[config.mk]
export PLATFORM = sky130hd
export DESIGN_NAME = kvs_lookup_top
export DESIGN_NICKNAME = d
export VERILOG_FILES = /design/src/kvs_pkg.sv /design/src/req_fifo.sv /design/src/cmd_arbiter.sv /design/src/bucket_capture.sv /design/src/bucket_slot.sv /design/src/hit_collector.sv /design/src/kvs_lookup_top.sv
export SDC_FILE = /design/constraint.sdc
export NUM_CORES = 2
export LEC_CHECK = 0
export BUFFER_PORTS_ARGS = -buffer_cell sky130_fd_sc_hd__clkbuf_2
export CORE_MARGIN = 2
export CORE_UTILIZATION = 50
export CTS_BUF_LIST = sky130_fd_sc_hd__clkbuf_16
export DETAILED_ROUTE_END_ITERATION = 10
export HOLD_SLACK_MARGIN = 0.05
export PLACE_DENSITY_LB_ADDON = 0.3
export SLEW_MARGIN = 20
export SYNTH_ARGS = -nofsm -noshare
export SYNTH_HDL_FRONTEND = slang
export SYNTH_MEMORY_MAX_BITS = 65536
export SYNTH_SLANG_ARGS = --single-unit
export TNS_END_PERCENT = 100
[constraint.sdc]
create_clock -name ui_mig_clk -period 19.7 [get_ports ui_mig_clk]
set_input_delay 2.955 -clock ui_mig_clk [delete_from_list [all_inputs] [get_ports ui_mig_clk]]
set_output_delay 2.955 -clock ui_mig_clk [all_outputs]
set_load 0.02 [all_outputs]
[src/kvs_pkg.sv]
`default_nettype none

package kvs_pkg;

	// ------------------------------------------------------------------
	// widths
	// ------------------------------------------------------------------
	localparam int key_w        = 96;
	localparam int val_w        = 32;
	localparam int slot_w       = key_w + val_w;
	localparam int n_slots      = 4;
	localparam int bucket_w     = slot_w * n_slots;
	localparam int mask_w       = bucket_w / 8;
	localparam int addr_w       = 30;
	localparam int bucket_lsb_w = 6;

	// ------------------------------------------------------------------
	// types
	// ------------------------------------------------------------------
	typedef logic [key_w-1:0]  key_t;
	typedef logic [addr_w-1:0] addr_t;

	// key sits above the value
	typedef struct packed {
		key_t             key;
		logic [val_w-1:0] value;
	} slot_t;

	// slot 0 in the lowest bits
	typedef slot_t [n_slots-1:0] bucket_t;

	typedef struct packed {
		addr_t            addr;
		key_t             key;
		logic [val_w-1:0] value;
	} set_req_t;

	typedef struct packed {
		addr_t addr;
	} get_req_t;

	typedef key_t pend_t;

	// ------------------------------------------------------------------
	// encodings
	// ------------------------------------------------------------------
	localparam logic op_set = 1'b1;
	localparam logic op_get = 1'b0;

	localparam logic [2:0] cmd_write = 3'd0;
	localparam logic [2:0] cmd_read  = 3'd1;

	// 1 = byte not written, only slot 0 open
	localparam logic [mask_w-1:0] slot0_write_mask = 64'hffff_ffff_ffff_0000;

endpackage

`default_nettype wire

[src/req_fifo.sv]
`default_nettype none

module req_fifo #(
	parameter int fifo_depth = 16,
	parameter type entry_t = logic
) (
	input  logic   ui_mig_clk,
	input  logic   ui_mig_rst,
	input  logic   push,
	input  entry_t push_data,
	input  logic   pop,
	output entry_t pop_data,
	output logic   empty,
	output logic   full
);

	localparam int ptr_w = (fifo_depth > 1) ? $clog2(fifo_depth) : 1;
	localparam int cnt_w = $clog2(fifo_depth + 1);

	entry_t             mem [fifo_depth];
	logic   [ptr_w-1:0] rd_ptr;
	logic   [ptr_w-1:0] wr_ptr;
	logic   [cnt_w-1:0] count;

	// pointer advance with wrap, depth need not be a power of two
	function automatic logic [ptr_w-1:0] next_ptr(input logic [ptr_w-1:0] ptr);
		return (ptr == ptr_w'(fifo_depth - 1)) ? '0 : ptr + 1'b1;
	endfunction

	always_ff @(posedge ui_mig_clk) begin
		if (push)
			mem[wr_ptr] <= push_data;
	end

	always_ff @(posedge ui_mig_clk) begin
		if (ui_mig_rst) begin
			rd_ptr <= '0;
			wr_ptr <= '0;
			count  <= '0;
		end else begin
			if (push)
				wr_ptr <= next_ptr(wr_ptr);
			if (pop)
				rd_ptr <= next_ptr(rd_ptr);
			if (push && !pop)
				count <= count + 1'b1;
			else if (pop && !push)
				count <= count - 1'b1;
		end
	end

	// first-word fall-through head
	assign pop_data = mem[rd_ptr];
	assign empty    = (count == '0);
	assign full     = (count == cnt_w'(fifo_depth));

	// producer and consumer must respect the flags
	assert property (@(posedge ui_mig_clk) disable iff (ui_mig_rst) !(push && full));
	assert property (@(posedge ui_mig_clk) disable iff (ui_mig_rst) !(pop && empty));

endmodule

`default_nettype wire

[src/cmd_arbiter.sv]
`default_nettype none

module cmd_arbiter (
	input  logic                        ui_mig_clk,
	input  logic                        ui_mig_rst,
	input  kvs_pkg::set_req_t           set_head,
	input  logic                        set_empty,
	output logic                        set_pop,
	input  kvs_pkg::get_req_t           get_head,
	input  logic                        get_empty,
	output logic                        get_pop,
	output logic                        app_en,
	output logic [2:0]                  app_cmd,
	output kvs_pkg::addr_t              app_addr,
	output logic                        app_wdf_wren,
	output kvs_pkg::bucket_t            app_wdf_data,
	output logic [kvs_pkg::mask_w-1:0]  app_wdf_mask,
	output logic                        app_wdf_end,
	input  logic                        app_rdy,
	input  logic                        app_wdf_rdy
);

	import kvs_pkg::*;

	logic rd_turn;
	logic can_wr;
	logic can_rd;
	logic sel_wr;
	logic sel_rd;

	// ------------------------------------------------------------------
	// alternate only while both queues hold work
	// ------------------------------------------------------------------
	always_ff @(posedge ui_mig_clk) begin
		if (ui_mig_rst)
			rd_turn <= 1'b1;
		else if (!set_empty && !get_empty)
			rd_turn <= !rd_turn;
	end

	assign can_wr = app_rdy && app_wdf_rdy && !set_empty;
	assign can_rd = app_rdy && !get_empty;

	always_comb begin
		sel_wr = 1'b0;
		sel_rd = 1'b0;
		if (can_wr && can_rd) begin
			sel_rd = rd_turn;
			sel_wr = !rd_turn;
		end else if (can_wr) begin
			sel_wr = 1'b1;
		end else if (can_rd) begin
			sel_rd = 1'b1;
		end
	end

	// ------------------------------------------------------------------
	// application port
	// ------------------------------------------------------------------
	assign app_en   = sel_wr || sel_rd;
	assign app_cmd  = sel_rd ? cmd_read : cmd_write;
	assign app_addr = sel_rd ? get_head.addr : set_head.addr;

	// single-beat write, new pair lands in slot 0
	assign app_wdf_wren = sel_wr;
	assign app_wdf_end  = sel_wr;
	assign app_wdf_data = {{(bucket_w - slot_w){1'b0}}, set_head.key, set_head.value};
	assign app_wdf_mask = slot0_write_mask;

	// command accepted in the same cycle, so pop right away
	assign set_pop = sel_wr;
	assign get_pop = sel_rd;

endmodule

`default_nettype wire

[src/bucket_capture.sv]
`default_nettype none

module bucket_capture (
	input  logic             ui_mig_clk,
	input  logic             ui_mig_rst,
	input  logic             app_rd_data_valid,
	input  kvs_pkg::bucket_t app_rd_data,
	input  kvs_pkg::key_t    pend_key,
	input  logic             pend_empty,
	output logic             pend_pop,
	output kvs_pkg::bucket_t bucket,
	output kvs_pkg::key_t    lookup_key,
	output logic             stage_valid
);

	import kvs_pkg::*;

	bucket_t bucket_q;
	key_t    key_q;

	// reads come back in order, so the head key belongs to this bucket
	assign pend_pop = app_rd_data_valid;

	always_ff @(posedge ui_mig_clk) begin
		if (app_rd_data_valid) begin
			bucket_q <= app_rd_data;
			key_q    <= pend_key;
		end
	end

	always_ff @(posedge ui_mig_clk) begin
		if (ui_mig_rst)
			stage_valid <= 1'b0;
		else
			stage_valid <= app_rd_data_valid;
	end

	assign bucket     = bucket_q;
	assign lookup_key = key_q;

	// every read was issued with its key already queued
	assert property (@(posedge ui_mig_clk) disable iff (ui_mig_rst)
		app_rd_data_valid |-> !pend_empty);

endmodule

`default_nettype wire

[src/bucket_slot.sv]
`default_nettype none

module bucket_slot (
	input  logic           ui_mig_clk,
	input  logic           ui_mig_rst,
	input  kvs_pkg::slot_t slot,
	input  kvs_pkg::key_t  lookup_key,
	output logic           match
);

	import kvs_pkg::*;

	logic key_eq;

	// value field takes no part in the lookup
	assign key_eq = (slot.key == lookup_key);

	always_ff @(posedge ui_mig_clk) begin
		if (ui_mig_rst)
			match <= 1'b0;
		else
			match <= key_eq;
	end

endmodule

`default_nettype wire

[src/hit_collector.sv]
`default_nettype none

module hit_collector (
	input  logic       ui_mig_clk,
	input  logic       ui_mig_rst,
	input  logic       stage_valid,
	input  logic [3:0] match,
	output logic       out_valid,
	output logic [3:0] out_flag
);

	logic valid_d1;
	logic valid_q;
	logic hit_q;

	// valid_d1 lines up with the registered slot matches
	always_ff @(posedge ui_mig_clk) begin
		if (ui_mig_rst) begin
			valid_d1 <= 1'b0;
			valid_q  <= 1'b0;
			hit_q    <= 1'b0;
		end else begin
			valid_d1 <= stage_valid;
			valid_q  <= valid_d1;
			hit_q    <= |match;
		end
	end

	assign out_valid = valid_q;
	// hit in bit 0, upper flag bits reserved
	assign out_flag  = {3'b000, hit_q};

endmodule

`default_nettype wire

[src/kvs_lookup_top.sv]
`default_nettype none

module kvs_lookup_top #(
	parameter int fifo_depth = 16
) (
	input  logic                        ui_mig_clk,
	input  logic                        ui_mig_rst,
	// request side
	input  logic                        in_valid,
	input  logic [3:0]                  in_op,
	input  logic [31:0]                 in_hash,
	input  kvs_pkg::key_t               in_key,
	input  logic [kvs_pkg::val_w-1:0]   in_value,
	output logic                        in_ready,
	output logic                        out_valid,
	output logic [3:0]                  out_flag,
	// application port
	output logic                        app_en,
	output logic [2:0]                  app_cmd,
	output kvs_pkg::addr_t              app_addr,
	input  logic                        app_rdy,
	output logic                        app_wdf_wren,
	output kvs_pkg::bucket_t            app_wdf_data,
	output logic [kvs_pkg::mask_w-1:0]  app_wdf_mask,
	output logic                        app_wdf_end,
	input  logic                        app_wdf_rdy,
	input  logic                        app_rd_data_valid,
	input  kvs_pkg::bucket_t            app_rd_data
);

	import kvs_pkg::*;

	logic     accept;
	logic     is_set;
	addr_t    req_addr;
	set_req_t set_in;
	get_req_t get_in;

	set_req_t set_head;
	get_req_t get_head;
	pend_t    pend_head;
	logic     set_push, set_pop, set_empty, set_full;
	logic     get_push, get_pop, get_empty, get_full;
	logic     pend_pop, pend_empty, pend_full;

	bucket_t             bucket;
	key_t                lookup_key;
	logic                stage_valid;
	logic [n_slots-1:0]  match;

	// ------------------------------------------------------------------
	// request split
	// ------------------------------------------------------------------
	assign in_ready = !set_full && !get_full && !pend_full;
	assign accept   = in_valid && in_ready;
	assign is_set   = (in_op[0] == op_set);
	assign set_push = accept && is_set;
	assign get_push = accept && !is_set;

	// bucket aligned address from the hash
	assign req_addr = {in_hash[addr_w-1:bucket_lsb_w], {bucket_lsb_w{1'b0}}};
	assign set_in   = '{addr: req_addr, key: in_key, value: in_value};
	assign get_in   = '{addr: req_addr};

	// ------------------------------------------------------------------
	// queues
	// ------------------------------------------------------------------
	req_fifo #(.fifo_depth(fifo_depth), .entry_t(set_req_t)) set_fifo_inst (
		.ui_mig_clk(ui_mig_clk), .ui_mig_rst(ui_mig_rst),
		.push(set_push), .push_data(set_in),
		.pop(set_pop), .pop_data(set_head),
		.empty(set_empty), .full(set_full)
	);

	req_fifo #(.fifo_depth(fifo_depth), .entry_t(get_req_t)) get_fifo_inst (
		.ui_mig_clk(ui_mig_clk), .ui_mig_rst(ui_mig_rst),
		.push(get_push), .push_data(get_in),
		.pop(get_pop), .pop_data(get_head),
		.empty(get_empty), .full(get_full)
	);

	// key waits here until its bucket comes back
	req_fifo #(.fifo_depth(fifo_depth), .entry_t(pend_t)) pend_fifo_inst (
		.ui_mig_clk(ui_mig_clk), .ui_mig_rst(ui_mig_rst),
		.push(get_push), .push_data(in_key),
		.pop(pend_pop), .pop_data(pend_head),
		.empty(pend_empty), .full(pend_full)
	);

	cmd_arbiter cmd_arbiter_inst (
		.ui_mig_clk(ui_mig_clk), .ui_mig_rst(ui_mig_rst),
		.set_head(set_head), .set_empty(set_empty), .set_pop(set_pop),
		.get_head(get_head), .get_empty(get_empty), .get_pop(get_pop),
		.app_en(app_en), .app_cmd(app_cmd), .app_addr(app_addr),
		.app_wdf_wren(app_wdf_wren), .app_wdf_data(app_wdf_data),
		.app_wdf_mask(app_wdf_mask), .app_wdf_end(app_wdf_end),
		.app_rdy(app_rdy), .app_wdf_rdy(app_wdf_rdy)
	);

	// ------------------------------------------------------------------
	// lookup pipeline, three stages
	// ------------------------------------------------------------------
	bucket_capture bucket_capture_inst (
		.ui_mig_clk(ui_mig_clk), .ui_mig_rst(ui_mig_rst),
		.app_rd_data_valid(app_rd_data_valid), .app_rd_data(app_rd_data),
		.pend_key(pend_head), .pend_empty(pend_empty), .pend_pop(pend_pop),
		.bucket(bucket), .lookup_key(lookup_key), .stage_valid(stage_valid)
	);

	for (genvar i = 0; i < n_slots; i++) begin : g_slot
		bucket_slot bucket_slot_inst (
			.ui_mig_clk(ui_mig_clk), .ui_mig_rst(ui_mig_rst),
			.slot(bucket[i]), .lookup_key(lookup_key), .match(match[i])
		);
	end

	hit_collector hit_collector_inst (
		.ui_mig_clk(ui_mig_clk), .ui_mig_rst(ui_mig_rst),
		.stage_valid(stage_valid), .match(match),
		.out_valid(out_valid), .out_flag(out_flag)
	);

endmodule

`default_nettype wire

Word-level counts from Yosys, hierarchy flattened:

Memory sizes are Yosys's and may differ from the RTL's. A register that Yosys moved wholly into a read port is not among the register bits.
Cells that the tools add are included.

* register bits: 432
* latch bits: 0
* memory bits (writable): 4352
* ROM bits: 0
* input port bits: 682
* output and inout bits: 618
* word-level logic and storage cells: 112
* memories: 3

Memories
* set_fifo_inst.mem: depth 16, width 152, rd ports 1, clocked after memory_dff 1, wr ports 1, line req_fifo.sv:20 `entry_t mem [fifo_depth];`
* pend_fifo_inst.mem: depth 16, width 96, rd ports 1, clocked after memory_dff 1, wr ports 1, line req_fifo.sv:20
* get_fifo_inst.mem: depth 16, width 24, rd ports 1, clocked after memory_dff 1, wr ports 1, line req_fifo.sv:20

* add/sub/neg operators: 12
* multiply operators: 0
* divide/modulo/power cells: 0
* $lt $le $gt $ge: 0
* equal/unequal tests: 13
* shift-type cells: 0
* multiplexer cells: 27
* bitwise operators: 0
* reductions and logical operators: 35

Operators with widths (number)
* 96-bit == test: 4
* 4-bit 2-to-1 mux: 10
* 30-bit 2-to-1 mux: 1
* 5-bit 2-to-1 mux: 6
* 4-bit by 1-bit adder with 4-bit output (second input constant): 6
* 4-bit == test (second input constant): 6
* 1-bit logical AND: 16
* 5-bit by 1-bit adder with 5-bit output (second input constant): 3
* 5-bit == test (second input constant): 3
* 5-bit by 1-bit subtractor with 5-bit output (second input constant): 3
* 1-bit logical NOT: 12
* 5-bit logical NOT: 2
* 1-bit 2-to-1 mux: 10
* 2-bit nonzero test: 3
* 4-bit OR reduction: 1
* 1-bit logical OR: 1

Longest topological paths before layout:

* depth after elaboration: 10
* gate-level depth with buffers: 14
* gate-level depth less buffers: 12

By module:

From an unflattened synthesis, not the netlist that was laid out.

* cell total of the unflattened synthesis: 9141
* area, all modules: 200307.1 µm²

By module, submodules not included
* req_fifo (set_fifo_inst): instances 1, cells an instance 3969, area an instance 95049.9 µm²
* req_fifo (pend_fifo_inst): instances 1, cells an instance 2450, area an instance 58258.4 µm²
* req_fifo (get_fifo_inst): instances 1, cells an instance 841, area an instance 18846.8 µm²
* bucket_capture: instances 1, cells an instance 611, area an instance 18298.8 µm²
* cmd_arbiter: instances 1, cells an instance 626, area an instance 4968.5 µm²
* bucket_slot: instances 4, cells an instance 157, area an instance 1184.9 µm²
* hit_collector: instances 1, cells an instance 12, area an instance 116.4 µm²
* kvs_lookup_top: instances 1, cells an instance 4, area an instance 28.8 µm²

Worst setup path before layout:

No wires, ideal clock.

* path kind: input-to-reg
* start point: in in_op[0]
* end point: mem set_fifo_inst.mem[3][0] in the netlist's numbering (enable)
* library setup time: 0.849 ns
* arrival: 13.666 ns
* path slack: 5.184 ns
* stages on the path: 4
* buffers on the path: 0
* cell sequence: nand2_1 a21oi_1 nand3_1 nor3_1

* longest elaborated chain between the ends: 3

RTL lines
* start, declared: line kvs_lookup_top.sv:10 `input logic [3:0] in_op,`
* 1-bit logical AND: line kvs_lookup_top.sv:57 `assign set_push = accept && is_set;`
* 1-bit 2-to-1 mux: line req_fifo.sv:31 `if (push)`
* 1-bit 2-to-1 mux (not written as such): line req_fifo.sv:32 `mem[wr_ptr] <= push_data;`
* end, declared: line req_fifo.sv:20

Every way passes these cells.

==> impl_summary.md <==
Layout
The final net count is 9876. Fill cells in the final layout number 27.1k. The fraction of final layout cells with drive strength greater than 1 is 30.6%.

Compared with the post-synthesis result, the final layout area differs by 12.6%. For this run, the share of the core covered by cells in the final layout is 56.5%.

Synthesis
The number of synthesized flops with an enable pin is 4832. The fraction of synthesis flops using an asynchronous set or reset pin is 0%. Sequential cells were found to cover 77.6% of the synthesized design area.

Of all cell types, the one taking the most synthesized area is sky130_fd_sc_hd__edfxtp_1. The combined area of all synthesized cells is 189000 sq um. Averaged over all synthesized cells, the footprint is 23.1 sq um.

The post-synthesis instance total is 8153. Among all flip-flop cells after synthesis, the most frequent one is sky130_fd_sc_hd__edfxtp_1. The number of storage elements in the synthesis netlist is 4888. Yosys mapped the design onto 56 distinct sky130hd cell types. By area the synthesized netlist is led by sky130_fd_sc_hd__edfxtp_1, sky130_fd_sc_hd__mux4_2, sky130_fd_sc_hd__buf_4, sky130_fd_sc_hd__xnor2_1, sky130_fd_sc_hd__dfxtp_1. The total number of yosys warnings is 0. The top cell type by area accounts for 77.0% of the synthesized area.

Route
Using the TritonRoute via totals, the vias-per-cell ratio works out to 6.07. After the first detailed-routing iteration, the DRC count stood at 11.0k. Summing over every cut layer, the via total after detailed routing is 88.7k. Summed over all layers, the routed wires come to 504 mm.

The number of routed nets with antenna violations is 0. The pre-antenna-repair detailed-routing pass consisted of 7 iterations. In the final routed layout, each cell accounts on average for 34.5 um. In the routed design, unresolved DRC markers number 0.

Timing
The largest clock skew in the final design is 0.0721 ns. The number of hold-slack violations in the final timing report is 0. The measured slew at the worst slew-check pin is 1.27 ns. Setup violations remaining at the end of the flow were counted as 0. The highest attainable clock frequency is 107 MHz. Setup slack on the critical path of the routed design comes to 10.36 ns. The max-slew violation count is 0. After routing, the total negative slack on setup checks comes to 0 ns. Measured against its own limit, the worst slew margin works out to 14.5%. The final cycle utilization of the critical path is 47.4%. Setup repair after global routing left no endpoint under its margin. The final critical delay including setup and external delays is 9.34 ns.

Power
For this design the static power due to leakage is 67.5 nW. Per report_power, the combinational group accounts for 11.4% of the total. Net switching is 24.2% of the power. The worst voltage drop across the vdd grid is 109 uV. The internal power of the cells totals 17.9 mW. The power share of the clock group is 37.9%. Per report_power, the sequential group accounts for 50.6% of the total. Power spread over the standard cell area amounts to 111 nW/um^2. The total chip power is 23.6 mW.

The switching component of the power is 5.71 mW.

Setup path
The data arrival time of the critical path is 6.38 ns. The biggest fanout along the worst timing path is 50. In this run the register-to-register setup slack is 14.16 ns.

The critical path is of the reg2out type. The worst setup path is captured at an output pin. The largest stage delay on the critical path is 0.88 ns.

The cell with the largest stage delay on the worst path is sky130_fd_sc_hd__buf_4. The cell that appears most often on the critical path is sky130_fd_sc_hd__buf_4. The element type at the critical path start is a register. The required time at the endpoint of the critical path is 16.75 ns. The critical path goes through buf_4 > buf_4 > buf_4 > buf_4 > mux4_2 > mux4_2 > clkbuf_2.

Floorplan
The initial standard-cell utilization of the core is 50.2%. The core region is 376000 sq um. In this run the count of I/O pins placed on the die edge is 1300.

The die is 618 um tall. The die extent in x is 618 um. The row count is 225.

The floorplan step defined a die boundary enclosing 382000 sq um.

Clocking
No sink is reached through more buffers than the 4 on the longest clock path. The CTS H-tree depth is 5. The cell chosen for the clock root is sky130_fd_sc_hd__clkbuf_16. After clock tree synthesis, the clock-pin slew on the worst setup and hold paths is 0.06 ns.

The insertion delay to the later sink of the worst-skew pair is 1.01 ns. The number of setup buffers added after CTS is 0. The hold buffer count at CTS is 0.

The CTS tree is built. The post-cts repair resize count is 0. The TritonCTS buffer count is 483. The tree built by TritonCTS fans out to 4888 sinks.

Global routing
The initial antenna violation count came to 111. The pin count of the biggest net entering global routing is 155. The via count of the first global-routing pass came to 88.6k. The overall fraction of global-route tracks in use is 26.2%. The first global-routing pass estimated 693 mm of wire. After global routing the overflow that remains totals 0.

Run
Across the run, the number of max-cap violations was 0.

Place
Timing analysis after detailed placement gives a worst setup slack of 11.15 ns. The number of I/O port buffers is 701. After legalization and detailed placement, the total HPWL measured 302 mm. The last weighted congestion value of the routability-driven placer is 0.910.

Min path
The class of the most critical hold timing path is reg2reg.

Status
The run finished with clean final reports.
-- routing by layer --
layer  share of wire [%]  global-route usage (%)  vias up  wire length, um
li1                    -                       -    35530                -
met1                  39                    36.1    47898           197000
met2                  49                    42.4     4461           247000
met3                 8.3                    4.84      775            42000
met4                 3.4                    9.02       46            17300
met5               0.057                       0        -              288
-- layout by cell type, fill, tap and decap left out, types with 82 or more instances in the layout --
cell type | synthesis | routed
sky130_fd_sc_hd__a22oi_1 | 98 | 98
sky130_fd_sc_hd__buf_4 | 466 | 167
sky130_fd_sc_hd__clkbuf_16 | 0 | 488
sky130_fd_sc_hd__clkbuf_2 | 0 | 700
sky130_fd_sc_hd__clkinv_1 | 0 | 123
sky130_fd_sc_hd__clkinv_2 | 0 | 91
sky130_fd_sc_hd__conb_1 | 2 | 459
sky130_fd_sc_hd__edfxtp_1 | 4832 | 4832
sky130_fd_sc_hd__inv_1 | 89 | 188
sky130_fd_sc_hd__mux4_2 | 1303 | 1303
sky130_fd_sc_hd__xnor2_1 | 173 | 173
sky130_fd_sc_hd__xor2_1 | 82 | 82
-- final cells by class --
cell class	instances	area, sq um	share of cell area [%]
Antenna cell	35	87.6	0.0412
Clock buffer	488	12200	5.75
Clock inverter	408	3240	1.53
Inverter	90	338	0.159
Multi-Input combinational cell	2819	38900	18.3
Sequential cell	4888	146000	68.9
Tap cell	4994	6250	2.94
Timing Repair Buffer	882	5050	2.38
-- registers in the layout, summed over array words and instances (netlist names), named ones only --
register and count:
bucket_capture_inst.bucket 384, bucket_capture_inst.lookup_key 96, bucket_capture_inst.stage_valid 1, cmd_arbiter_inst.rd_turn 1
g_slot.bucket_slot_inst.match 4, get_fifo_inst.count 5, get_fifo_inst.mem 384, get_fifo_inst.rd_ptr 4
get_fifo_inst.wr_ptr 4, hit_collector_inst.hit_q 1, hit_collector_inst.out_valid 1, hit_collector_inst.valid_d1 1
pend_fifo_inst.count 5, pend_fifo_inst.mem 1536, pend_fifo_inst.rd_ptr 4, pend_fifo_inst.wr_ptr 4
set_fifo_inst.count 5, set_fifo_inst.mem 2432, set_fifo_inst.rd_ptr 4, set_fifo_inst.wr_ptr 4
-- logic make-up (layout without fill, tap and decap cells) --
logic type	Yosys count	after routing	share of synthesized area, %
DFF	4888	4888	77.6
and+or+nand+nor	418	418	1.26
AOI/OAI and AO/OA	335	335	1.28
buffers and inverters	903	1868	2.83
other	2	494	0.00398
adders and majority gates	30	30	0.211
muxes	1322	1322	15.7
xor gates and xnor gates	255	255	1.18
-- per-stage QoR --
step | instance area [sq um] | hold WS (ns) | std cells
after floorplan | 190000 | 0.414 | 8610
final | 212000 | 0.440 | 14604
after CTS | 212000 | 0.447 | 14568
after global placement | 197000 | 0.439 | 13672
after detailed placement | 197000 | 0.432 | 13672
after global routing | 212000 | 0.478 | 14583
-- cells in the mapped netlist, types with 50 or more instances --
cell                       count
sky130_fd_sc_hd__nand4_1      50
sky130_fd_sc_hd__a21oi_1      68
sky130_fd_sc_hd__clkbuf_1    176
sky130_fd_sc_hd__inv_1        89
sky130_fd_sc_hd__buf_2       126
sky130_fd_sc_hd__nand2_1      51
sky130_fd_sc_hd__xnor2_1     173
sky130_fd_sc_hd__mux4_2     1303
sky130_fd_sc_hd__nand2b_1     77
sky130_fd_sc_hd__xor2_1       82
sky130_fd_sc_hd__buf_4       466
sky130_fd_sc_hd__nor4_1       51
sky130_fd_sc_hd__edfxtp_1   4832
sky130_fd_sc_hd__a22oi_1      98
sky130_fd_sc_hd__nor2b_1      74
sky130_fd_sc_hd__dfxtp_1      56
-- power by group through the flow --
stage / clock, mW / sequential, mW / combinational (mW)
floorplan: 0 / 12.0 / 1.84
global placement: 0 / 12.2 / 2.67
detailed placement: 0 / 12.2 / 2.70
CTS: 9.10 / 12.0 / 2.71
global route: 9.48 / 12.0 / 2.87
finish: 8.96 / 12.0 / 2.70
-- worst max-delay path: cells and delay by family (launching register included) --
family,cells,cell delay [ns]
multiplexers,2,1.15
flip-flops,1,0.85
buffers and inverters,5,3.09
-- final timing paths --
check,from,endpoint,cells past startpoint
worst max register to register,pend_fifo_inst.rd_ptr[0],bucket_capture_inst.lookup_key[9],6
worst min register to register,hit_collector_inst.valid_d1,hit_collector_inst.out_valid,1
worst min-delay path,hit_collector_inst.valid_d1,hit_collector_inst.out_valid,1
worst max-delay path,register,app_wdf_data[44],7
Note: power is estimated with default switching activity, not from simulation.
